<file path="config.mk">
export PLATFORM = sky130hd
export DESIGN_NAME = stm_gain_operator
export DESIGN_NICKNAME = d
export VERILOG_FILES = /design/src/logic/stm_pkg.sv /design/src/logic/stm_gain_operator.sv
export SDC_FILE = /design/constraint.sdc
export NUM_CORES = 1
export LEC_CHECK = 0
export BUFFER_PORTS_ARGS = -buffer_cell sky130_fd_sc_hd__buf_2
export CAP_MARGIN = 10
export CORE_UTILIZATION = 31
export CTS_CLUSTER_SIZE = 30
export DETAILED_ROUTE_END_ITERATION = 8
export PLACE_DENSITY = 0.77
export SETUP_SLACK_MARGIN = 0.02
export SLEW_MARGIN = 5
export SYNTH_ARGS = -nofsm -noshare
export SYNTH_HDL_FRONTEND = slang
export SYNTH_SLANG_ARGS = --single-unit
</file>
<file path="constraint.sdc">
create_clock -name clk -period 1.3 [get_ports clk]
set_clock_uncertainty 0.05 [all_clocks]
set_input_delay 0.39 -clock clk [delete_from_list [all_inputs] [get_ports clk]]
set_output_delay 0.39 -clock clk [all_outputs]
set_load 0.05 [all_outputs]
</file>
<file path="src/logic/stm_pkg.sv">
//~~~~~~~~~~~~~~~~~~~~~~~~~~~~~~~~~~~~~~~~~~~~~~~~~~~~~~~~~~
// Constants, enums and packed structs of the STM engine.
// Modules pull them in by a wildcard import in their header.
//~~~~~~~~~~~~~~~~~~~~~~~~~~~~~~~~~~~~~~~~~~~~~~~~~~~~~~~~~~
package stm_pkg;

  // ~~~ Array geometry and pattern banks ~~~~~~~~~~~~~~~~~~~~~~
  localparam int WIDTH       = 9;                        // Duty and phase width.
  localparam int NUM_TRANS   = 8;                        // Transducers in the line.
  localparam int TRANS_PITCH = 100;                      // Spacing in coordinate units.
  localparam int TRANS_W     = $clog2(NUM_TRANS);
  localparam int GAIN_DEPTH  = 16;                       // Stored gain patterns.
  localparam int GAIN_IDX_W  = $clog2(GAIN_DEPTH);
  localparam int GAIN_WORDS  = GAIN_DEPTH * NUM_TRANS;   // One word per transducer.
  localparam int GAIN_ADDR_W = $clog2(GAIN_WORDS);
  localparam int FOCUS_DEPTH = 64;                       // Stored focal points.
  localparam int FOCUS_IDX_W = $clog2(FOCUS_DEPTH);

  // ~~~ Focus datapath ~~~~~~~~~~~~~~~~~~~~~~~~~~~~~~~~~~~~~~~~
  localparam int COORD_W     = 12;
  localparam int DIST_W      = 14;                       // Square root result width.
  localparam int SQ_W        = 2 * DIST_W;               // Radicand width.
  localparam int ITER_W      = $clog2(DIST_W);
  localparam int PHASE_SHIFT = 8;
  localparam int SPEED_W     = 32;

  // Host side and time base.
  localparam int IDX_W  = 16;
  localparam int ADDR_W = 16;
  localparam int DATA_W = 48;
  localparam int CNT_W  = 32;

  typedef enum logic {MODE_FOCUS, MODE_GAIN} stm_mode_e;

  typedef enum logic [1:0] {F_IDLE, F_READ, F_SQRT, F_EMIT} focus_state_e;

  typedef struct packed {
    logic [WIDTH-1:0] duty;
    logic [WIDTH-1:0] phase;
  } gain_word_t;

  typedef struct packed {
    logic [COORD_W-1:0] x;
    logic [COORD_W-1:0] y;
    logic [COORD_W-1:0] z;
    logic [WIDTH-1:0]   duty;
  } focus_word_t;

  typedef struct packed {
    logic              wr;     // Write strobe.
    stm_mode_e         bank;   // Selects the target bank.
    logic [ADDR_W-1:0] addr;
    logic [DATA_W-1:0] data;
  } host_wr_t;

  typedef struct packed {
    logic [IDX_W-1:0]   cycle;
    logic [CNT_W-1:0]   freq_div;
    logic [SPEED_W-1:0] sound_speed;
  } stm_cfg_t;

  typedef struct packed {
    logic [WIDTH-1:0]   duty;
    logic [WIDTH-1:0]   phase;
    logic [TRANS_W-1:0] trans;
  } drive_t;

endpackage
</file>
<file path="src/logic/stm_gain_operator.sv">
//~~~~~~~~~~~~~~~~~~~~~~~~~~~~~~~~~~~~~~~~~~~~~~~~~~~~~~~~~~
// Gain replay. On update, streams the stored duty/phase words
// of the latched pattern, one transducer per cycle.
//~~~~~~~~~~~~~~~~~~~~~~~~~~~~~~~~~~~~~~~~~~~~~~~~~~~~~~~~~~
`timescale 1ns/1ps
module stm_gain_operator
  import stm_pkg::*;
(
  input  logic              clk,
  input  logic              rst_n,
  input  logic              update,
  input  logic [IDX_W-1:0]  idx,
  output logic [ADDR_W-1:0] rd_addr,
  input  gain_word_t        rd_data,
  output drive_t            dout,
  output logic              dout_valid
);

  logic [GAIN_IDX_W-1:0] base_q;      // Latched pattern number.
  logic [TRANS_W-1:0]    trans_cnt;   // Transducer being addressed.
  logic [TRANS_W-1:0]    trans_q;     // Transducer whose word is on rd_data.
  logic                  active;
  logic                  valid_q;

  assign rd_addr = ADDR_W'(base_q * NUM_TRANS + trans_cnt);

  // ~~~ Sweep control ~~~~~~~~~~~~~~~~~~~~~~~~~~~~~~~~~~~~~~~~~
  always_ff @(posedge clk) begin
    if (!rst_n) begin
      active    <= 1'b0;
      trans_cnt <= '0;
      valid_q   <= 1'b0;
    end else begin
      valid_q <= active;                      // Tracks the read latency.
      if (update && !active) begin
        active    <= 1'b1;
        trans_cnt <= '0;
      end else if (active) begin
        trans_cnt <= trans_cnt + 1'b1;
        if (trans_cnt == TRANS_W'(NUM_TRANS - 1)) begin
          active <= 1'b0;
        end
      end
    end
  end

  // Pattern number and transducer tag ride alongside the read.
  always_ff @(posedge clk) begin
    if (update && !active) begin
      base_q <= GAIN_IDX_W'(idx % GAIN_DEPTH);
    end
    trans_q <= trans_cnt;
  end

  assign dout       = '{duty: rd_data.duty, phase: rd_data.phase, trans: trans_q};
  assign dout_valid = valid_q;

  a_no_update_in_burst : assert property (
    @(posedge clk) disable iff (!rst_n) update |-> !active
  );

endmodule

</file>
==> impl_metrics.ini <==
[detailed_routing]
drt_wl_total_um = 779
first_pass_iters = 1
viasPerCell = 3.75
drtIter0Drc = 0
routed-via-count = 300
drtAntennaViolNets = 0
wire_per_inst_um = 9.74
drc = 0

[placed_design]
gp_congestion = 0.652
dp_hpwl_um = 610
numPortBuffers = 17

[synth]
avgSynthCellArea_um2 = 11.3
synth-main-ff-cell = dfxtp_1
syn_inst = 54
synth_area_leaders = buf_4 33%, dfxtp_1 26%, edfxtp_1 20%
ys_top_cells_by_count = 27 x buf_4, 8 x dfxtp_1, 4 x edfxtp_1
seq_area_frac_synth_pct = 46.0
yosysUniqueCellTypes = 14
yosys.area.top_type = buf_4
ys_warn_count = 0
synthArstFlopShare_pct = 0
synth.most_common_cell = buf_4
ys_ff_latch = 12
synth_area_um2 = 609
synth_edf_count = 4
synth_top_area_share_pct = 33.3

[clocking]
cts_sinks = 12
insertion_delay_ps = 260
post_cts_buffers = 0
path_clk_slew_ps = 80
ctsRootBufferMaster = clkbuf_4
htreeDepth = 1
clock_path_buffers = 2
cts_tree = built
numCtsBuffers = 3

[global_routing]
grt_max_degree = 11
grt-ovfl-total = 0
grt_util_all_layers_pct = 7.59
grt_first_pass_wirelength_um = 1080
grt_pass1_vias = 246
antenna_found_initial = 0

[hold_path]
holdPathStages = 1
worstHoldEndpoint = base_q[2]
min_path_type = in -> reg
worstHoldStart = idx[2]

[critical_path]
crit_type = reg -> out
cp_cell_sequence = buf_6
cp.required_ps = 860
critPathMaxStageDelay_ps = 390
critPathMaxFanout = 1
cp-end-kind = primary output
worst_path_max_delay_cell = edfxtp_1
r2r_start = trans_cnt[0]
cpLargestDelayFamily = flip-flops
path_buf_inv = 1
cp-start-kind = flip-flop
r2r-end = trans_cnt[2]
r2r_slack_ps = 150
worstPathArrival_ps = 810
reg2regPathDepth = 3

[sta]
fin_setup_tns_ps = 0
period_share_pct = 96.5
period_minus_slack_ps = 1250
finalMaxSlewViolations = 0
finalSetupViolCount = 0
fmax_mhz = 797
rsz0062_at_grt = true
whs_ps = 252
hold_viol_final = 0

[cells_and_area]
diodes = 0
fin_nets = 95
syn_to_final_growth_pct = 1.03
fill_cells = 181
final_layout_size_suffix_gt1_share_pct = 43.6

[floorplan]
die_w_um = 46.3
core_mm2 = 0.00178
die_y_um = 46.3
die_area_mm2 = 0.00215
initial_utilization_pct = 34.2
rows = 15
ios = 75

[power]
p_leak_nw = 0.287
p_per_area_mw_per_mm2 = 1310
p_total_mw = 0.805
irDropWorstVdd_v = 0.000474

[job]
drv_cap = 0

[run_status]
status = finished, final reports clean
-- how the worst max path moves through the flow --
stage | from | to | depth (start not counted)
global route | base_q[0] | rd_addr[3] | 1
detailed placement | update | base_q[0] | 2
global placement | update | base_q[1] | 2
CTS | base_q[1] | rd_addr[4] | 1
finish | base_q[1] | rd_addr[4] | 1
floorplan | trans_cnt[0] | trans_cnt[2] | 3
-- per-layer routing --
layer / global-route usage [%] / vias up / routed length, um
met5: 0 / - / 0
met4: 5.29 / 0 / 0
met3: 4.71 / 0 / 121
met2: 12.2 / 20 / 388
met1: 6.94 / 136 / 269
li1: - / 144 / -
-- per-stage QoR --
step	cell area (um2)	util, %	setup WS [ps]	instances
after floorplan	643	-	43.0	62
after global placement	546	30.6	102	76
after detailed placement	546	30.6	96.5	76
after CTS	589	33.1	24.5	80
after global routing	616	34.5	7.74	80
final	616	34.5	46.0	80
-- power by group --
group	internal, mW	switching [mW]
clock	0.110	0.114
combinational	0.0373	0.125
sequential	0.406	0.0126
total	0.554	0.251
-- layout make-up --
cell class / instances / area (um2) / area share, %
repair buffers: 17 / 129 / 20.9
clock inverters: 1 / 3.75 / 0.610
flip-flops and latches: 12 / 284 / 46.1
well taps: 25 / 31.3 / 5.08
multi-input cells: 22 / 145 / 23.6
clock buffers: 3 / 22.5 / 3.66
-- sequential cells by signal, summed over array words and instances (netlist names) --
signal      flops
active          1
base_q          4
dout_valid      1
trans_cnt       3
trans_q         3
-- cells by family (layout without fill, tap and decap cells) --
group | after synthesis | after routing | share of synthesized area, %
DFF | 12 | 12 | 46.0
adders and majority gates | 2 | 2 | 4.11
buffers and inverters | 28 | 21 | 35.1
AOI/OAI and AO/OA | 4 | 4 | 5.75
and+or+nand+nor | 7 | 7 | 8.42
other | 1 | 9 | 0.615
-- repair_timing --
action                                  in CTS  in global routing
endpoints found under the setup margin       7                  8
hold buffers                                 0                  0
gates cloned                                 0                  0
resized for setup                            7                  9
-- layout by cell type, fill, tap and decap left out, drive strengths merged --
cell    Yosys  layout
ha          2       2
and2        1       1
clkinv      0       1
nor4bb      2       2
conb        1       9
buf        28      15
nor3b       1       1
a31o        2       2
dfxtp       8       8
o211a       1       1
o21a        1       1
edfxtp      4       4
nand2       1       1
clkbuf      0       5
nor2b       2       2
Power figures use the tool's default switching activity.
