**src/logic/stm_pkg.sv**
```systemverilog
//~~~~~~~~~~~~~~~~~~~~~~~~~~~~~~~~~~~~~~~~~~~~~~~~~~~~~~~~~~
// Constants, enums and packed structs of the STM engine.
// Modules pull them in by a wildcard import in their header.
//~~~~~~~~~~~~~~~~~~~~~~~~~~~~~~~~~~~~~~~~~~~~~~~~~~~~~~~~~~
package stm_pkg;

  // ~~~ Array geometry and pattern banks ~~~~~~~~~~~~~~~~~~~~~~
  localparam int WIDTH       = 9;                        // Duty and phase width.
  localparam int NUM_TRANS   = 8;                        // Transducers in the line.
  localparam int TRANS_PITCH = 100;                      // Spacing in coordinate units.
  localparam int TRANS_W     = $clog2(NUM_TRANS);
  localparam int GAIN_DEPTH  = 16;                       // Stored gain patterns.
  localparam int GAIN_IDX_W  = $clog2(GAIN_DEPTH);
  localparam int GAIN_WORDS  = GAIN_DEPTH * NUM_TRANS;   // One word per transducer.
  localparam int GAIN_ADDR_W = $clog2(GAIN_WORDS);
  localparam int FOCUS_DEPTH = 64;                       // Stored focal points.
  localparam int FOCUS_IDX_W = $clog2(FOCUS_DEPTH);

  // ~~~ Focus datapath ~~~~~~~~~~~~~~~~~~~~~~~~~~~~~~~~~~~~~~~~
  localparam int COORD_W     = 12;
  localparam int DIST_W      = 14;                       // Square root result width.
  localparam int SQ_W        = 2 * DIST_W;               // Radicand width.
  localparam int ITER_W      = $clog2(DIST_W);
  localparam int PHASE_SHIFT = 8;
  localparam int SPEED_W     = 32;

  // Host side and time base.
  localparam int IDX_W  = 16;
  localparam int ADDR_W = 16;
  localparam int DATA_W = 48;
  localparam int CNT_W  = 32;

  typedef enum logic {MODE_FOCUS, MODE_GAIN} stm_mode_e;

  typedef enum logic [1:0] {F_IDLE, F_READ, F_SQRT, F_EMIT} focus_state_e;

  typedef struct packed {
    logic [WIDTH-1:0] duty;
    logic [WIDTH-1:0] phase;
  } gain_word_t;

  typedef struct packed {
    logic [COORD_W-1:0] x;
    logic [COORD_W-1:0] y;
    logic [COORD_W-1:0] z;
    logic [WIDTH-1:0]   duty;
  } focus_word_t;

  typedef struct packed {
    logic              wr;     // Write strobe.
    stm_mode_e         bank;   // Selects the target bank.
    logic [ADDR_W-1:0] addr;
    logic [DATA_W-1:0] data;
  } host_wr_t;

  typedef struct packed {
    logic [IDX_W-1:0]   cycle;
    logic [CNT_W-1:0]   freq_div;
    logic [SPEED_W-1:0] sound_speed;
  } stm_cfg_t;

  typedef struct packed {
    logic [WIDTH-1:0]   duty;
    logic [WIDTH-1:0]   phase;
    logic [TRANS_W-1:0] trans;
  } drive_t;

endpackage
```
**src/logic/stm_sampler.sv**
```systemverilog
//~~~~~~~~~~~~~~~~~~~~~~~~~~~~~~~~~~~~~~~~~~~~~~~~~~~~~~~~~~
// Sequence time base. Steps idx every freq_div clock cycles
// and wraps it at cycle.
//~~~~~~~~~~~~~~~~~~~~~~~~~~~~~~~~~~~~~~~~~~~~~~~~~~~~~~~~~~
`timescale 1ns/1ps
module stm_sampler
  import stm_pkg::*;
(
  input  logic             clk,
  input  logic             rst_n,
  input  stm_cfg_t         cfg,
  output logic [IDX_W-1:0] idx
);

  logic [CNT_W-1:0] tick;   // Cycles since the last step.

  always_ff @(posedge clk) begin
    if (!rst_n) begin
      tick <= '0;
      idx  <= '0;
    end else if (tick == cfg.freq_div - 1'b1) begin
      tick <= '0;
      if (idx == cfg.cycle - 1'b1) begin
        idx <= '0;            // End of the sequence.
      end else begin
        idx <= idx + 1'b1;
      end
    end else begin
      tick <= tick + 1'b1;
    end
  end

  // A zero divider or cycle length would stall or never wrap.
  a_cfg_nonzero : assert property (
    @(posedge clk) disable iff (!rst_n)
      (cfg.freq_div != '0) && (cfg.cycle != '0)
  );

endmodule

```
**config.mk**
```make
export PLATFORM = sky130hd
export DESIGN_NAME = stm_sampler
export DESIGN_NICKNAME = d
export VERILOG_FILES = /design/src/logic/stm_pkg.sv /design/src/logic/stm_sampler.sv
export SDC_FILE = /design/constraint.sdc
export NUM_CORES = 1
export LEC_CHECK = 0
export ABC_AREA = 1
export ABC_CLOCK_PERIOD_IN_PS = 3400
export BUFFER_PORTS_ARGS = -buffer_cell sky130_fd_sc_hd__buf_2
export CAP_MARGIN = 30
export CORE_MARGIN = 4
export CORE_UTILIZATION = 35
export CTS_BUF_LIST = sky130_fd_sc_hd__clkbuf_2
export CTS_CLUSTER_DIAMETER = 200
export DETAILED_ROUTE_END_ITERATION = 8
export PLACE_DENSITY = 0.58
export SYNTH_ARGS = -nofsm -noshare
export SYNTH_HDL_FRONTEND = slang
export SYNTH_SLANG_ARGS = --single-unit
```
**constraint.sdc**
```tcl
create_clock -name clk -period 3.4 [get_ports clk]
set_clock_uncertainty 0.2 [all_clocks]
set_input_delay 0.68 -clock clk [delete_from_list [all_inputs] [get_ports clk]]
set_output_delay 0.68 -clock clk [all_outputs]
set_load 0.1 [all_outputs]
```
==> metrics <==
hold_ws 0.280 ns; crit path cell chain ha_1 -> nand2_1 -> nor2_2 -> nand2_1 -> nor2_2 -> nand2_1 -> nor2_2 -> inv_1 -> nor2_2 -> nand3_2 -> nor2_2 -> nand2_1 -> nor3b_1 -> nor3_1; Crit Path Max Fanout 5; final worst slack 0.584 ns; CTS resizes 0; RSZ-0062 raised after global routing no; share of layout cells above drive strength 1 15.3%; Detail Route Antenna Nets 0; status complete, no violations; maximum clock insertion buffer count 2; CTS root buffer clkbuf_2; Setup TNS 0 ns; CTS tree built; measured slew at the worst slew-check pin 0.744 ns; initial antenna violation count 0; gp weighted congestion 0.884; Area Growth Syn to Fin 11.0%; Yosys warning total 0; IO buf count 65; # placed instances 1116; register area share after synthesis 18.8%; syn nets 965; post-route insts no fill 1124; instance count on the critical path 14; vias per cell 4.79; Achievable Freq 355 MHz; core region area 14100 µm²; via count 5384; EDFF count, synth 0; CTS Buf Count 5; 1st-iter DRT viols 278; ys async rst share 0%; cts hold-fix bufs 0; half-perimeter wire length after placement 12.1 mm; largest net degree at the start of global routing 34; clk sinks 48; syn_area_per_cell 5.83 µm²; relative slew slack 49.9%; Initial Utilization 36.3%; Die Y 129 µm; clock network power share 29.0%; Top FF cell, synth dfxtp_1; Clk Latency, worst-skew pair 0.47 ns; Fillers 1673; antenna diode count 0; slowest CP cell dfxtp_1; Synth cell types 39; Hold Path Cell Cnt 3; global-route wire length before repair 24.1 mm; Largest stage delay, worst path 0.49 ns; number of setup buffers added after CTS 0; logic gate share of total power 20.9%; placed cell area 5620 µm²; All-Layer GR Usage 17.8%; Reg2Reg Depth 14; Die W 129 µm; FF/Latch Area 961 µm²; PD cells 201 nW/µm²; vias in the first global route 4935; Min-Delay Path Class primary input to flip-flop; Final Critical Period 2.82 ns; nets 1029; Worst EP required 3.56 ns; Switching Fraction 31.4%; DRC 0; Post-Syn Instances 879; htree depth 2; max-slew violation count 0; Final Cycle Share 82.8%; Seq pwr share 50.1%; area occupied by multi-input gates 3680 µm²; sw power 359 µW; Die ar. 16600 µm²; CP bufs+invs 1; mapped cell area 5120 µm²; endpoints failing setup 0; WL per Instance 12.9 µm; Int Power 782 µW; crit start category flip-flop; crit path DAT 2.98 ns; worst vdd ir 0.203 mV; leakage power 2.45 nW; Yosys reg bits 48; grt total ovfl 0; CP dominant cell by count nor2_2; drt pass-1 iters 5; final instance area 5690 µm²; Hold Violations, Final 0; WS Path Type flip-flop to flip-flop; Top delay family on crit path simple AND/OR/NAND/NOR gates; IO Count 98; pre-CTS setup slack 0.185 ns; Setup crit end kind flip-flop; row count 43; drt total wl 14.5 mm; clk slew on worst S/H paths 0.27 ns; maxcap violations 0
==> flip-flops by register name (all words and copies together) (netlist names) <==
| register | flops |
|---|---|
| tick | 32 |
| idx | 16 |
==> cells by family (layout without fill, tap and decap cells) <==
family	count (synthesis)	after routing	share of synthesized area (%)
buffers and inverters	111	176	9.28
flip-flops	48	48	18.8
XOR/XNOR	68	68	11.8
AO/OA/AOI/OAI	42	42	4.42
adder cells (fa/ha/maj)	4	4	0.977
AND/OR/NAND/NOR	606	606	54.8
==> final cells by class <==
type,instances,area share (%)
clock buffer,6,0.528
tap,180,3.96
inverter,96,6.34
multi-input combinational,720,64.8
clock inverter,2,0.616
timing repair buffer,72,6.86
sequential,48,16.9
==> routing by layer <==
layer / routed length (µm) / track usage, % / share of wire [%]
met5: 0 / 0 / 0
met4: 197 / 3.95 / 1.4
met3: 601 / 2.12 / 4.1
met2: 6730 / 30.2 / 46
met1: 6960 / 24.3 / 48
==> per-stage QoR <==
stage               power (mW)  utilization (%)
detailed placement       0.820             39.9
finish                    1.14             40.3
global route              1.22             40.3
global placement         0.819             39.9
floorplan                0.736                -
CTS                       1.16             40.3
==> worst register-to-register path, delay by kind of cell, from the launching register on <==
family,cells,cell delay [ns]
DFF,1,0.49
adders and majority gates,1,0.20
buffers and inverters,1,0.07
and+or+nand+nor,12,1.76
==> synth_stat cells, drive strengths merged (2+ instances only) <==
master,instances,area [µm²]
nand2,276,1090
nor2,181,831
inv,96,360
nand3,65,358
dfxtp,48,961
xor2,40,358
nand4,32,206
nor3,28,145
xnor2,28,245
a21oi,26,130
buf,11,100
o21ai,11,62.6
nand3b,8,60.1
nor4,6,37.5
nor3b,5,42.5
clkbuf,4,15.0
ha,4,50.1
or2,4,25.0
a31oi,3,18.8
o21bai,2,15.0
==> cells in the final DEF, fill, tap and decap left out, drive strengths merged, types with 4 or more instances in the layout <==
| master | synthesis | final |
|---|---|---|
| nor4 | 6 | 6 |
| nand4 | 32 | 32 |
| nor3 | 28 | 28 |
| dfxtp | 48 | 48 |
| nor3b | 5 | 5 |
| ha | 4 | 4 |
| nand3b | 8 | 8 |
| nand3 | 65 | 65 |
| o21ai | 11 | 11 |
| a21oi | 26 | 26 |
| or2 | 4 | 4 |
| inv | 96 | 96 |
| xnor2 | 28 | 28 |
| nand2 | 276 | 276 |
| buf | 11 | 72 |
| nor2 | 181 | 181 |
| xor2 | 40 | 40 |
| clkbuf | 4 | 6 |
==> power groups by stage <==
stage / registers, mW / clock network (mW) / logic [mW]
3_3_place_gp: 0.582 / 0 / 0.237
3_5_place_dp: 0.582 / 0 / 0.238
4_1_cts: 0.573 / 0.353 / 0.239
2_1_floorplan: 0.581 / 0 / 0.155
5_1_grt: 0.573 / 0.371 / 0.273
6_report: 0.572 / 0.331 / 0.238
==> worst paths after layout <==
path	from	endpoint	slack (ns)
max	tick[0]$_SDFF_PP0_	tick[30]$_SDFF_PP0_	0.58
min	rst_n	idx[1]$_SDFFE_PN0N_	0.28
max reg2reg	tick[0]$_SDFF_PP0_	tick[30]$_SDFF_PP0_	0.58
min reg2reg	tick[31]$_SDFF_PP0_	tick[31]$_SDFF_PP0_	0.30
No activity file was read; power rests on OpenSTA's default activity.
