[src/logic/stm_pkg.sv]
//~~~~~~~~~~~~~~~~~~~~~~~~~~~~~~~~~~~~~~~~~~~~~~~~~~~~~~~~~~
// Constants, enums and packed structs of the STM engine.
// Modules pull them in by a wildcard import in their header.
//~~~~~~~~~~~~~~~~~~~~~~~~~~~~~~~~~~~~~~~~~~~~~~~~~~~~~~~~~~
package stm_pkg;

  // ~~~ Array geometry and pattern banks ~~~~~~~~~~~~~~~~~~~~~~
  localparam int WIDTH       = 9;                        // Duty and phase width.
  localparam int NUM_TRANS   = 8;                        // Transducers in the line.
  localparam int TRANS_PITCH = 100;                      // Spacing in coordinate units.
  localparam int TRANS_W     = $clog2(NUM_TRANS);
  localparam int GAIN_DEPTH  = 16;                       // Stored gain patterns.
  localparam int GAIN_IDX_W  = $clog2(GAIN_DEPTH);
  localparam int GAIN_WORDS  = GAIN_DEPTH * NUM_TRANS;   // One word per transducer.
  localparam int GAIN_ADDR_W = $clog2(GAIN_WORDS);
  localparam int FOCUS_DEPTH = 64;                       // Stored focal points.
  localparam int FOCUS_IDX_W = $clog2(FOCUS_DEPTH);

  // ~~~ Focus datapath ~~~~~~~~~~~~~~~~~~~~~~~~~~~~~~~~~~~~~~~~
  localparam int COORD_W     = 12;
  localparam int DIST_W      = 14;                       // Square root result width.
  localparam int SQ_W        = 2 * DIST_W;               // Radicand width.
  localparam int ITER_W      = $clog2(DIST_W);
  localparam int PHASE_SHIFT = 8;
  localparam int SPEED_W     = 32;

  // Host side and time base.
  localparam int IDX_W  = 16;
  localparam int ADDR_W = 16;
  localparam int DATA_W = 48;
  localparam int CNT_W  = 32;

  typedef enum logic {MODE_FOCUS, MODE_GAIN} stm_mode_e;

  typedef enum logic [1:0] {F_IDLE, F_READ, F_SQRT, F_EMIT} focus_state_e;

  typedef struct packed {
    logic [WIDTH-1:0] duty;
    logic [WIDTH-1:0] phase;
  } gain_word_t;

  typedef struct packed {
    logic [COORD_W-1:0] x;
    logic [COORD_W-1:0] y;
    logic [COORD_W-1:0] z;
    logic [WIDTH-1:0]   duty;
  } focus_word_t;

  typedef struct packed {
    logic              wr;     // Write strobe.
    stm_mode_e         bank;   // Selects the target bank.
    logic [ADDR_W-1:0] addr;
    logic [DATA_W-1:0] data;
  } host_wr_t;

  typedef struct packed {
    logic [IDX_W-1:0]   cycle;
    logic [CNT_W-1:0]   freq_div;
    logic [SPEED_W-1:0] sound_speed;
  } stm_cfg_t;

  typedef struct packed {
    logic [WIDTH-1:0]   duty;
    logic [WIDTH-1:0]   phase;
    logic [TRANS_W-1:0] trans;
  } drive_t;

endpackage
[src/logic/stm_focus_operator.sv]
//~~~~~~~~~~~~~~~~~~~~~~~~~~~~~~~~~~~~~~~~~~~~~~~~~~~~~~~~~~
// Focus generator. Per transducer, takes the distance to the
// stored focal point by integer square root, then the phase.
//~~~~~~~~~~~~~~~~~~~~~~~~~~~~~~~~~~~~~~~~~~~~~~~~~~~~~~~~~~
`timescale 1ns/1ps
module stm_focus_operator
  import stm_pkg::*;
(
  input  logic              clk,
  input  logic              rst_n,
  input  logic              update,
  input  logic [IDX_W-1:0]  idx,
  input  stm_cfg_t          cfg,
  output logic [ADDR_W-1:0] rd_addr,
  input  focus_word_t       rd_data,
  output drive_t            dout,
  output logic              dout_valid
);

  focus_state_e             state;
  logic [FOCUS_IDX_W-1:0]   idx_q;
  logic [TRANS_W-1:0]       trans_cnt;
  logic [ITER_W-1:0]        iter;
  logic [WIDTH-1:0]         duty_q;
  logic [SQ_W-1:0]          radicand;
  logic [DIST_W+1:0]        rem;
  logic [DIST_W-1:0]        root;
  logic [COORD_W-1:0]       pos;
  logic [COORD_W-1:0]       dx;
  logic [SQ_W-1:0]          dx_sq;
  logic [SQ_W-1:0]          dy_sq;
  logic [SQ_W-1:0]          dz_sq;
  logic [DIST_W+1:0]        rem_shift;
  logic [DIST_W+1:0]        trial;
  logic [DIST_W+SPEED_W-1:0] speed_prod;

  // The address is presented in F_IDLE so the word is ready in F_READ.
  assign rd_addr = (state == F_IDLE) ? ADDR_W'(idx % FOCUS_DEPTH) : ADDR_W'(idx_q);

  // ~~~ Squared distance ~~~~~~~~~~~~~~~~~~~~~~~~~~~~~~~~~~~~~~
  assign pos   = COORD_W'(trans_cnt * TRANS_PITCH);   // Transducers sit on the x axis.
  assign dx    = (rd_data.x >= pos) ? rd_data.x - pos : pos - rd_data.x;
  assign dx_sq = dx * dx;
  assign dy_sq = rd_data.y * rd_data.y;
  assign dz_sq = rd_data.z * rd_data.z;

  // One restoring step of the square root consumes two radicand bits.
  assign rem_shift  = {rem[DIST_W-1:0], radicand[SQ_W-1 -: 2]};
  assign trial      = {root, 2'b01};
  assign speed_prod = root * cfg.sound_speed;

  // ~~~ Control FSM ~~~~~~~~~~~~~~~~~~~~~~~~~~~~~~~~~~~~~~~~~~~
  always_ff @(posedge clk) begin
    if (!rst_n) begin
      state      <= F_IDLE;
      trans_cnt  <= '0;
      iter       <= '0;
      dout_valid <= 1'b0;
    end else begin
      dout_valid <= 1'b0;
      case (state)
        F_IDLE: if (update) begin
          trans_cnt <= '0;
          state     <= F_READ;
        end
        F_READ: begin
          iter  <= '0;
          state <= F_SQRT;
        end
        F_SQRT: begin
          iter <= iter + 1'b1;
          if (iter == ITER_W'(DIST_W - 1)) begin
            state <= F_EMIT;
          end
        end
        default: begin
          dout_valid <= 1'b1;
          if (trans_cnt == TRANS_W'(NUM_TRANS - 1)) begin
            state <= F_IDLE;
          end else begin
            trans_cnt <= trans_cnt + 1'b1;
            state     <= F_READ;                  // Next transducer.
          end
        end
      endcase
    end
  end

  // ~~~ Datapath ~~~~~~~~~~~~~~~~~~~~~~~~~~~~~~~~~~~~~~~~~~~~~~
  always_ff @(posedge clk) begin
    if (state == F_IDLE && update) begin
      idx_q <= FOCUS_IDX_W'(idx % FOCUS_DEPTH);
    end
    if (state == F_READ) begin
      duty_q   <= rd_data.duty;
      radicand <= dx_sq + dy_sq + dz_sq;
      rem      <= '0;
      root     <= '0;
    end else if (state == F_SQRT) begin
      radicand <= radicand << 2;
      if (rem_shift >= trial) begin
        rem  <= rem_shift - trial;
        root <= {root[DIST_W-2:0], 1'b1};
      end else begin
        rem  <= rem_shift;
        root <= {root[DIST_W-2:0], 1'b0};
      end
    end
    if (state == F_EMIT) begin
      dout <= '{duty: duty_q, phase: speed_prod[PHASE_SHIFT +: WIDTH], trans: trans_cnt};
    end
  end

  a_update_when_idle : assert property (
    @(posedge clk) disable iff (!rst_n) update |-> state == F_IDLE
  );

endmodule

[config.mk]
export PLATFORM = sky130hd
export DESIGN_NAME = stm_focus_operator
export DESIGN_NICKNAME = d
export VERILOG_FILES = /design/src/logic/stm_pkg.sv /design/src/logic/stm_focus_operator.sv
export SDC_FILE = /design/constraint.sdc
export NUM_CORES = 1
export LEC_CHECK = 0
export BUFFER_PORTS_ARGS = -buffer_cell sky130_fd_sc_hd__buf_2
export CAP_MARGIN = 20
export CORE_MARGIN = 4
export CORE_UTILIZATION = 56
export DETAILED_ROUTE_END_ITERATION = 6
export PLACE_DENSITY_LB_ADDON = 0.2
export SLEW_MARGIN = 30
export SYNTH_ARGS = -nofsm -noshare
export SYNTH_HDL_FRONTEND = slang
export SYNTH_SLANG_ARGS = --single-unit
export TNS_END_PERCENT = 30
[constraint.sdc]
create_clock -name clk -period 14.75 [get_ports clk]
set_input_delay 0.7375 -clock clk [delete_from_list [all_inputs] [get_ports clk]]
set_output_delay 0.7375 -clock clk [all_outputs]
set_load 0.02 [all_outputs]
==> run_results.csv, run 1 <==
group,metric,value,unit
place,io_buffers,98,
run,drv_cap,0,
die,dieArea,42740,sq um
setup_path,crit_path_frequent_cell,"inv_1",
die,initial_core_util,0.5697,
setup_path,slowest_delay,870,ps
layout,finalNonFillerCells,2953,
clock_tree,cts_tree,"yes",
layout,nFillCells,3428,
sta,slew_violations,0,
grt,grt.busiest_layer,"met2",
sta,rsz0062_at_grt,"no",
clock_tree,cts_buffers,9,
sta,setup_ws,2689,ps
synthesis,ys_seq_elements,102,
sta,finClkSkew,7.082,ps
layout,final_nets,3238,
synthesis,syn_area,22120,sq um
sta,tightest_slew,917.8,ps
clock_tree,clockRootBuffer,"clkbuf_16",
place,hpwl,38560,microns
sta,whs,424.3,ps
sta,max_freq,82.92,MHz
grt,met3_usage,0.03296,
setup_path,crit_path_start_kind,"flop",
setup_path,cp-end-kind,"flop",
sta,fin_crit_sh,0.8177,
place,dp_slack,2844,ps
sta,hold_violations,0,
place,dp.cells,2937,
synthesis,syn_area_per_cell,9.270,sq um
setup_path,worstSetupPathType,"flop to flop",
grt,grt_pass1_wl,78440,microns
sta,setup_viol,0,
die,io_pins,182,
grt,grt_start_max_net_pins,73,
setup_path,crit_arrival,12130,ps
die,core,38830,sq um
layout,drive_gt1_frac,0.06776,
route,firstDrtPassIters,7,
clock_tree,hold_buffers,0,
synthesis,synth-edff-count,64,
clock_tree,clk_latency,360,ps
die,floorplan.rows,72,
route,drcViolationCount,0,
setup_path,cp_slowest_cell,"a2111oi_0",
sta,period_needed,12060,ps
min_path,hold_path.class,"flop to flop",
route,first_iter_violations,755,
layout,area_growth,5.442,%
grt,antenna_found_initial,0,
route,drt-total-wl,45070,microns
layout,n_antenna_cell,0,
grt,grt_pass1_vias,16470,
grt,grt-ovfl-total,0,
sta,tns,0,ps
clock_tree,cts_buffer_depth,2,
grt,grt_usage,0.2257,
route,routedWlPerCell,15.26,microns
route,num_vias,15420,
die,die_h,206.7,microns
die,die_x,206.7,microns
clock_tree,clock_sinks,102,
grt,use_met1,0.3181,
clock_tree,cts_resized,0,
synthesis,yosysUniqueCellTypes,70,
synthesis,synthCells,2386,
synthesis,async_reset_ff_frac,0,
layout,seq_area,2683,sq um
sta,relSlewSlack,0.3723,
synthesis,ys_seq_area_frac,0.1213,
clock_tree,post-cts-setup-buffers,0,
clock_tree,clk_pin_slew_worst_paths,70,ps
place,gp_routability_congestion,0.9208,
route,vias_per_cell,5.220,
route,ant_nets,0,
status,status,"complete, no violations",
clock_tree,htreeDepth,3,
layout,multiInputGateArea,16720,sq um
setup_path,cp.required,14820,ps
synthesis,synth_ff_type,"edfxtp_1",
setup_path,path_max_fanout,9,
synthesis,ys_warn_count,0,
grt,use_met2,0.3867,
==> layout by cell type, fill, tap and decap left out, types with 6 or more instances in the layout <==
master     netlist  layout
or2_2           10      10
mux2i_1         25      25
inv_1          642     642
fa_1           407     407
xnor2_1         61      61
a21o_1          27      27
conb_1           1      10
xor2_1          25      25
nor2b_1         16      16
a31oi_1          8       8
nor2_1         118     118
dfxtp_1         38      38
o21ai_0         35      35
clkbuf_16        0       9
o21bai_1         6       6
or3_1            7       7
buf_4           10       8
a211oi_1        22      22
edfxtp_1        64      64
o21a_1           7       7
ha_1           257     254
a21oi_1         52      52
and2_1         150     150
nand2_1        189     189
nand3_1         17      17
buf_2            3      98
mux2_2          21      21
nor3_1          12      12
==> Yosys cell counts (all sizes together), types with 27 or more instances <==
library cell    n  area, sq um
a21o           27        202.7
a21oi          52        260.3
and2          151        944.7
clkbuf         66        249.0
dfxtp          38        760.7
edfxtp         64         1922
fa            407         8148
ha            257         3216
inv           643         2414
nand2         189        709.4
nor2          118        442.9
o21ai          37        185.2
xnor2          62        550.5
==> per-layer routing <==
layer	vias to the layer above	routed length (microns)
met3	46	2340
met4	0	495
met5	-	0
met1	7750	20180
li1	7276	-
met2	343	22050
==> cell type report <==
cell class,instances,area share
clock buffers,9,0.009657
clock inverters,7,0.003380
inverters,644,0.1036
multi-input cells,1567,0.7169
flip-flops and latches,102,0.1150
well taps,518,0.02779
repair buffers,106,0.02361
==> worst max-delay path: cells and delay by family (launching register included) <==
| family | cells | cell delay (ps) |
|---|---|---|
| AOI/OAI and AO/OA | 8 | 2270 |
| buffers and inverters | 9 | 910 |
| adders and majority gates | 13 | 5580 |
| and+or+nand+nor | 6 | 2010 |
| DFF | 1 | 470 |
| xor gates and xnor gates | 1 | 540 |
==> final timing paths <==
check / startpoint / endpoint / slack (ps) / cells past startpoint
worst min-delay path: duty_q[5] / dout[17] / 420 / 0
worst max-delay path: trans_cnt[1] / radicand[23] / 2690 / 37
worst min register to register: duty_q[5] / dout[17] / 420 / 0
worst max register to register: trans_cnt[1] / radicand[23] / 2690 / 37
==> registers in the layout, indices dropped and copies added, names as in the netlist <==
signal	cells
dout_valid	1
iter	4
rem	14
idx_q	6
state	2
radicand	28
root	14
duty_q	9
dout	21
trans_cnt	3
==> cell families (layout without fill, tap and decap cells) <==
group,Yosys count,after routing,share of synthesized area
AND/OR/NAND/NOR,555,555,0.1222
AO/OA/AOI/OAI,205,205,0.06070
other,1,10,0.0001695
XOR/XNOR,87,87,0.03479
flip-flops,102,102,0.1213
multiplexers,46,46,0.02200
adder cells (fa/ha/maj),664,664,0.5137
buffers and inverters,726,766,0.1251
==> per-stage QoR <==
| stage | util | cell area, sq um |
|---|---|---|
| after floorplan | - | 22150 |
| after global placement | 0.5925 | 23010 |
| after detailed placement | 0.5926 | 23010 |
| after CTS | 0.6004 | 23310 |
| after global routing | 0.6007 | 23320 |
| final | 0.6007 | 23320 |
Power of run 1 is left out: the tool's default activity adds up to more than one toggle a clock period on the data nets, which glitch-free logic cannot reach.
==> run 2, diff against run 1 <==
==> constraint.sdc (replaced) <==
create_clock -name clk -period 10.9 [get_ports clk]
set_input_delay 0.545 -clock clk [delete_from_list [all_inputs] [get_ports clk]]
set_output_delay 0.545 -clock clk [all_outputs]
set_load 0.02 [all_outputs]
==> run 2 against run 1 <==
  * First-iteration DRC count increased by 1.2%
  * Non-clock buffer count increased by 28
  * Critical path depth unchanged
  * Register-to-register slack got worse by 2300 ps
  * Highest routed layer unchanged
  * Routed wire length increased by 4.1%
  * Worst hold slack got worse by 63 ps
  * Critical path type unchanged
  * Sequential share of layout area decreased by 0.18 points
  * Die area unchanged
  * Sequential cell count unchanged
  * Cell count increased by 0.98%
==> run_results.csv, run 2 (same netlist as run 1, synthesis figures left out) <==
group,metric,value,unit
status,status,"complete, no violations",
grt,grt-ovfl-total,0,
clock_tree,cts_buffers,9,
die,io_pins,182,
setup_path,crit_path_start_kind,"flop",
layout,n_antenna_cell,0,
sta,setup_viol,0,
setup_path,crit_arrival,10540,ps
clock_tree,htreeDepth,3,
route,first_iter_violations,764,
place,placed_area,23210,sq um
setup_path,path_max_fanout,6,
grt,antenna_found_initial,0,
sta,hold_violations,0,
die,die_h,206.7,microns
die,core,38830,sq um
clock_tree,clockRootBuffer,"clkbuf_16",
sta,relSlewSlack,0.4150,
route,vias_per_cell,5.199,
sta,slew_violations,0,
layout,area_growth,7.127,%
layout,largest_reg_flops,28,
route,drcViolationCount,0,
place,io_buffers,98,
setup_path,slowest_delay,530,ps
place,hpwl,39810,microns
route,firstDrtPassIters,5,
layout,finalNonFillerCells,2982,
setup_path,path_delay_family,"adder cells",
die,floorplan.rows,72,
layout,final_cell_area,23700,sq um
run,drv_cap,0,
setup_path,critPathBufInv,10,
sta,finClkSkew,7.782,ps
layout,final_nets,3267,
clock_tree,clock_sinks,102,
layout,regMostFlops,"radicand",
grt,grt_start_max_net_pins,73,
sta,max_freq,95.49,MHz
place,dp.cells,2962,
setup_path,cp.required,10960,ps
sta,period_needed,10470,ps
sta,fin_crit_sh,0.9608,
route,wl_met1,21170,microns
route,wl_met2,23060,microns
clock_tree,clk_pin_slew_worst_paths,80,ps
place,dp_slack,-156.7,ps
min_path,hold_path.class,"primary input to flop",
route,num_vias,15500,
setup_path,cp-end-kind,"flop",
route,routedWlPerCell,15.74,microns
route,ant_nets,0,
sta,setup_ws,427.3,ps
setup_path,cp_slowest_cell,"fa_1",
grt,grt_usage,0.2343,
route,drt-total-wl,46930,microns
route,met3_length,2182,microns
clock_tree,cts_buffer_depth,2,
grt,grt_pass1_vias,16870,
grt,grt_pass1_wl,81080,microns
setup_path,crit_path_frequent_cell,"inv_1",
sta,tightest_slew,871.6,ps
die,initial_core_util,0.5697,
layout,drive_gt1_frac,0.08929,
layout,largest_registers,"radicand (28), dout (21)",
setup_path,worstSetupPathType,"flop to flop",
clock_tree,clk_latency,350,ps
layout,final_common_cell,"inv_1",
die,dieArea,42740,sq um
place,gp_routability_congestion,0.9372,
route,routed.top_layer,"met4",
layout,layout_common_cells,"641 x inv_1, 407 x fa_1, 254 x ha_1",
sta,tns,0,ps
die,die_x,206.7,microns
clock_tree,cts_tree,"yes",
run 2: final cells by class:
class | count | area, sq um
clock buffers | 9 | 225.2
clock inverters | 7 | 66.31
fillers | 3364 | 15130
inverters | 644 | 2424
multi-input cells | 1568 | 16880
flip-flops and latches | 102 | 2683
well taps | 518 | 648.1
repair buffers | 134 | 773.2
run 2: layer usage:
layer,up-vias,global-route usage
li1,7329,-
met1,7824,0.3368
met2,305,0.3959
met3,46,0.02750
met4,0,0.03541
met5,-,0
run 2: worst paths after layout:
kind | from | end | slack, ps | cells after the start
max | trans_cnt[1] | radicand[23] | 430 | 37
min | rd_data[7] | duty_q[7] | 360 | 1
max reg2reg | trans_cnt[1] | radicand[23] | 430 | 37
min reg2reg | duty_q[0] | dout[12] | 430 | 0
run 2: timing repair:
item | in CTS | in global routing
endpoints found under the setup margin | 3 | 11
setup buffers | 0 | 3
pin swaps | 0 | 5
endpoints found under the hold margin | 0 | 0
cloned | 0 | 1
hold buffers | 0 | 0
resized for setup | 4 | 36
run 2: metrics by stage:
step / utilization / hold slack [ps]
6_report: 0.6103 / 361.7
5_1_grt: 0.6103 / 342.1
4_1_cts: 0.6055 / 344.5
3_5_place_dp: 0.5977 / 406.5
3_3_place_gp: 0.5977 / 400.4
2_1_floorplan: - / 400.3
Power of run 2 is left out for the same reason.
==> run 3, diff against run 2 <==
==> constraint.sdc (replaced) <==
create_clock -name clk -period 10.9 [get_ports clk]
set_input_delay 1.09 -clock clk [delete_from_list [all_inputs] [get_ports clk]]
set_output_delay 1.09 -clock clk [all_outputs]
set_load 0.02 [all_outputs]
==> run 3 against run 2 <==
  * Design area shrank 0.22%
  * Die area stayed put
  * Highest routed layer unchanged
  * Critical endpoint is now radicand[18]
  * Fmax decreased by 0.73%
  * Clock-buffer cell count grew 1
  * Utilization fell by 0.14 points
  * Global-route usage fell by 0.43 points
==> run_results.csv, run 3 (same netlist as run 1, synthesis figures left out) <==
group,metric,value,unit
status,status,"complete, no violations",
die,die_x,206.7,microns
route,first_iter_violations,833,
die,io_pins,182,
sta,max_freq,94.79,MHz
grt,antenna_found_initial,0,
place,hpwl,39400,microns
setup_path,path_max_fanout,9,
setup_path,slowest_delay,540,ps
layout,largest_reg_flops,28,
setup_path,crit_path_start_kind,"flop",
sta,fin_crit_sh,0.9679,
setup_path,worstSetupPathType,"flop to flop",
setup_path,cp_slowest_cell,"fa_1",
layout,final_common_cell,"inv_1",
sta,tightest_slew,789.7,ps
layout,regMostFlops,"radicand",
grt,grt_pass1_wl,79990,microns
min_path,holdCritStartpoint,"duty_q[4]",
route,drcViolationCount,0,
die,floorplan.rows,72,
setup_path,cp.required,11000,ps
sta,relSlewSlack,0.4735,
route,drt-total-wl,46270,microns
grt,grt_start_max_net_pins,73,
setup_path,cp-end-kind,"flop",
place,gp_routability_congestion,0.9520,
route,routedWlPerCell,15.53,microns
sta,setup_ws,350.2,ps
die,core,38830,sq um
setup_path,crit_path_frequent_cell,"fa_1",
grt,met3_usage,0.03546,
clock_tree,clk_pin_slew_worst_paths,70,ps
layout,drive_gt1_frac,0.08367,
clock_tree,htreeDepth,3,
die,dieArea,42740,sq um
sta,finClkSkew,8.520,ps
place,io_buffers,98,
sta,hold_violations,0,
clock_tree,clk_latency,350,ps
layout,nFillCells,3353,
die,initial_core_util,0.5697,
sta,period_needed,10550,ps
layout,area_growth,6.890,%
grt,grt-ovfl-total,0,
clock_tree,cts_tree,"yes",
layout,final_nets,3265,
grt,grt.busiest_layer,"met2",
grt,use_met2,0.3938,
sta,slew_violations,0,
run,drv_cap,0,
clock_tree,cts_buffer_depth,2,
place,dp_slack,83.67,ps
route,num_vias,15530,
sta,rsz0062_at_grt,"yes",
layout,n_antenna_cell,0,
route,firstDrtPassIters,6,
clock_tree,clock_sinks,102,
layout,utilization,0.6089,
sta,tns,0,ps
setup_path,crit_arrival,10650,ps
min_path,hold_path.class,"flop to flop",
sta,setup_viol,0,
layout,largest_registers,"radicand (28), dout (21)",
route,vias_per_cell,5.210,
clock_tree,cts_buffers,9,
layout,layout_common_cells,"641 x inv_1, 407 x fa_1, 254 x ha_1",
grt,use_met1,0.3204,
route,ant_nets,0,
grt,grt_usage,0.2300,
clock_tree,clockRootBuffer,"clkbuf_16",
setup_path,crit_start,"trans_cnt[1]",
grt,grt_pass1_vias,16830,
setup_path,r2r-start,"trans_cnt[1]",
die,die_h,206.7,microns
-- run 3: cell types whose count changed in the layout (fill, tap and decap cells not counted), moves of 2 or more --
cell / before / now
nor2_1: 114 / 117
nor2_2: 4 / 1
a2111oi_4: 2 / 0
a31oi_1: 5 / 7
a31oi_2: 3 / 1
buf_4: 35 / 33
bufinv_16: 0 / 2
-- run 3: per-stage QoR --
step | hold slack (ps) | std cells | instance area, sq um
final | 420.1 | 2980 | 23640
after detailed placement | 405.4 | 2960 | 23190
after CTS | 423.0 | 2976 | 23520
after floorplan | 400.3 | 2395 | 22150
after global placement | 400.8 | 2960 | 23190
after global routing | 434.2 | 2980 | 23640
-- run 3: path summary, 6_finish.rpt --
check                      end  slack (ps)  cells past startpoint
setup reg to reg  radicand[18]         350                     37
setup / recovery  radicand[18]         350                     37
hold / removal        dout[16]         420                      0
hold reg to reg       dout[16]         420                      0
-- run 3: final cells by class --
cell class	count	area, sq um	area share
clock inverters	6	92.59	0.003916
inverters	644	2424	0.1025
multi-input cells	1567	16800	0.7105
repair buffers	133	769.5	0.03255
well taps	518	648.1	0.02741
flip-flops and latches	102	2683	0.1135
clock buffers	10	229.0	0.009685
-- run 3: worst max-delay path, delay by kind of cell, from the launching register on --
kind,cells,cell delay (ps)
AOI/OAI and AO/OA,7,1540
and+or+nand+nor,8,2360
muxes,1,260
DFF,1,330
adders and majority gates,13,5310
xor gates and xnor gates,1,90
buffers and inverters,7,390
-- run 3: routing by layer --
layer	wire length, microns	vias to the layer above	share of wire
met4	527	0	0.011
met3	2915	45	0.063
li1	-	7336	-
met1	20060	7761	0.43
met2	22770	385	0.49
met5	0	-	0
-- run 3: repair_timing --
action                     4_1_cts  5_1_grt
hold buffers                     0        0
resized for setup                0       25
setup endpoints to repair        0       11
setup buffers                    0        4
Power of run 3 is left out for the same reason.
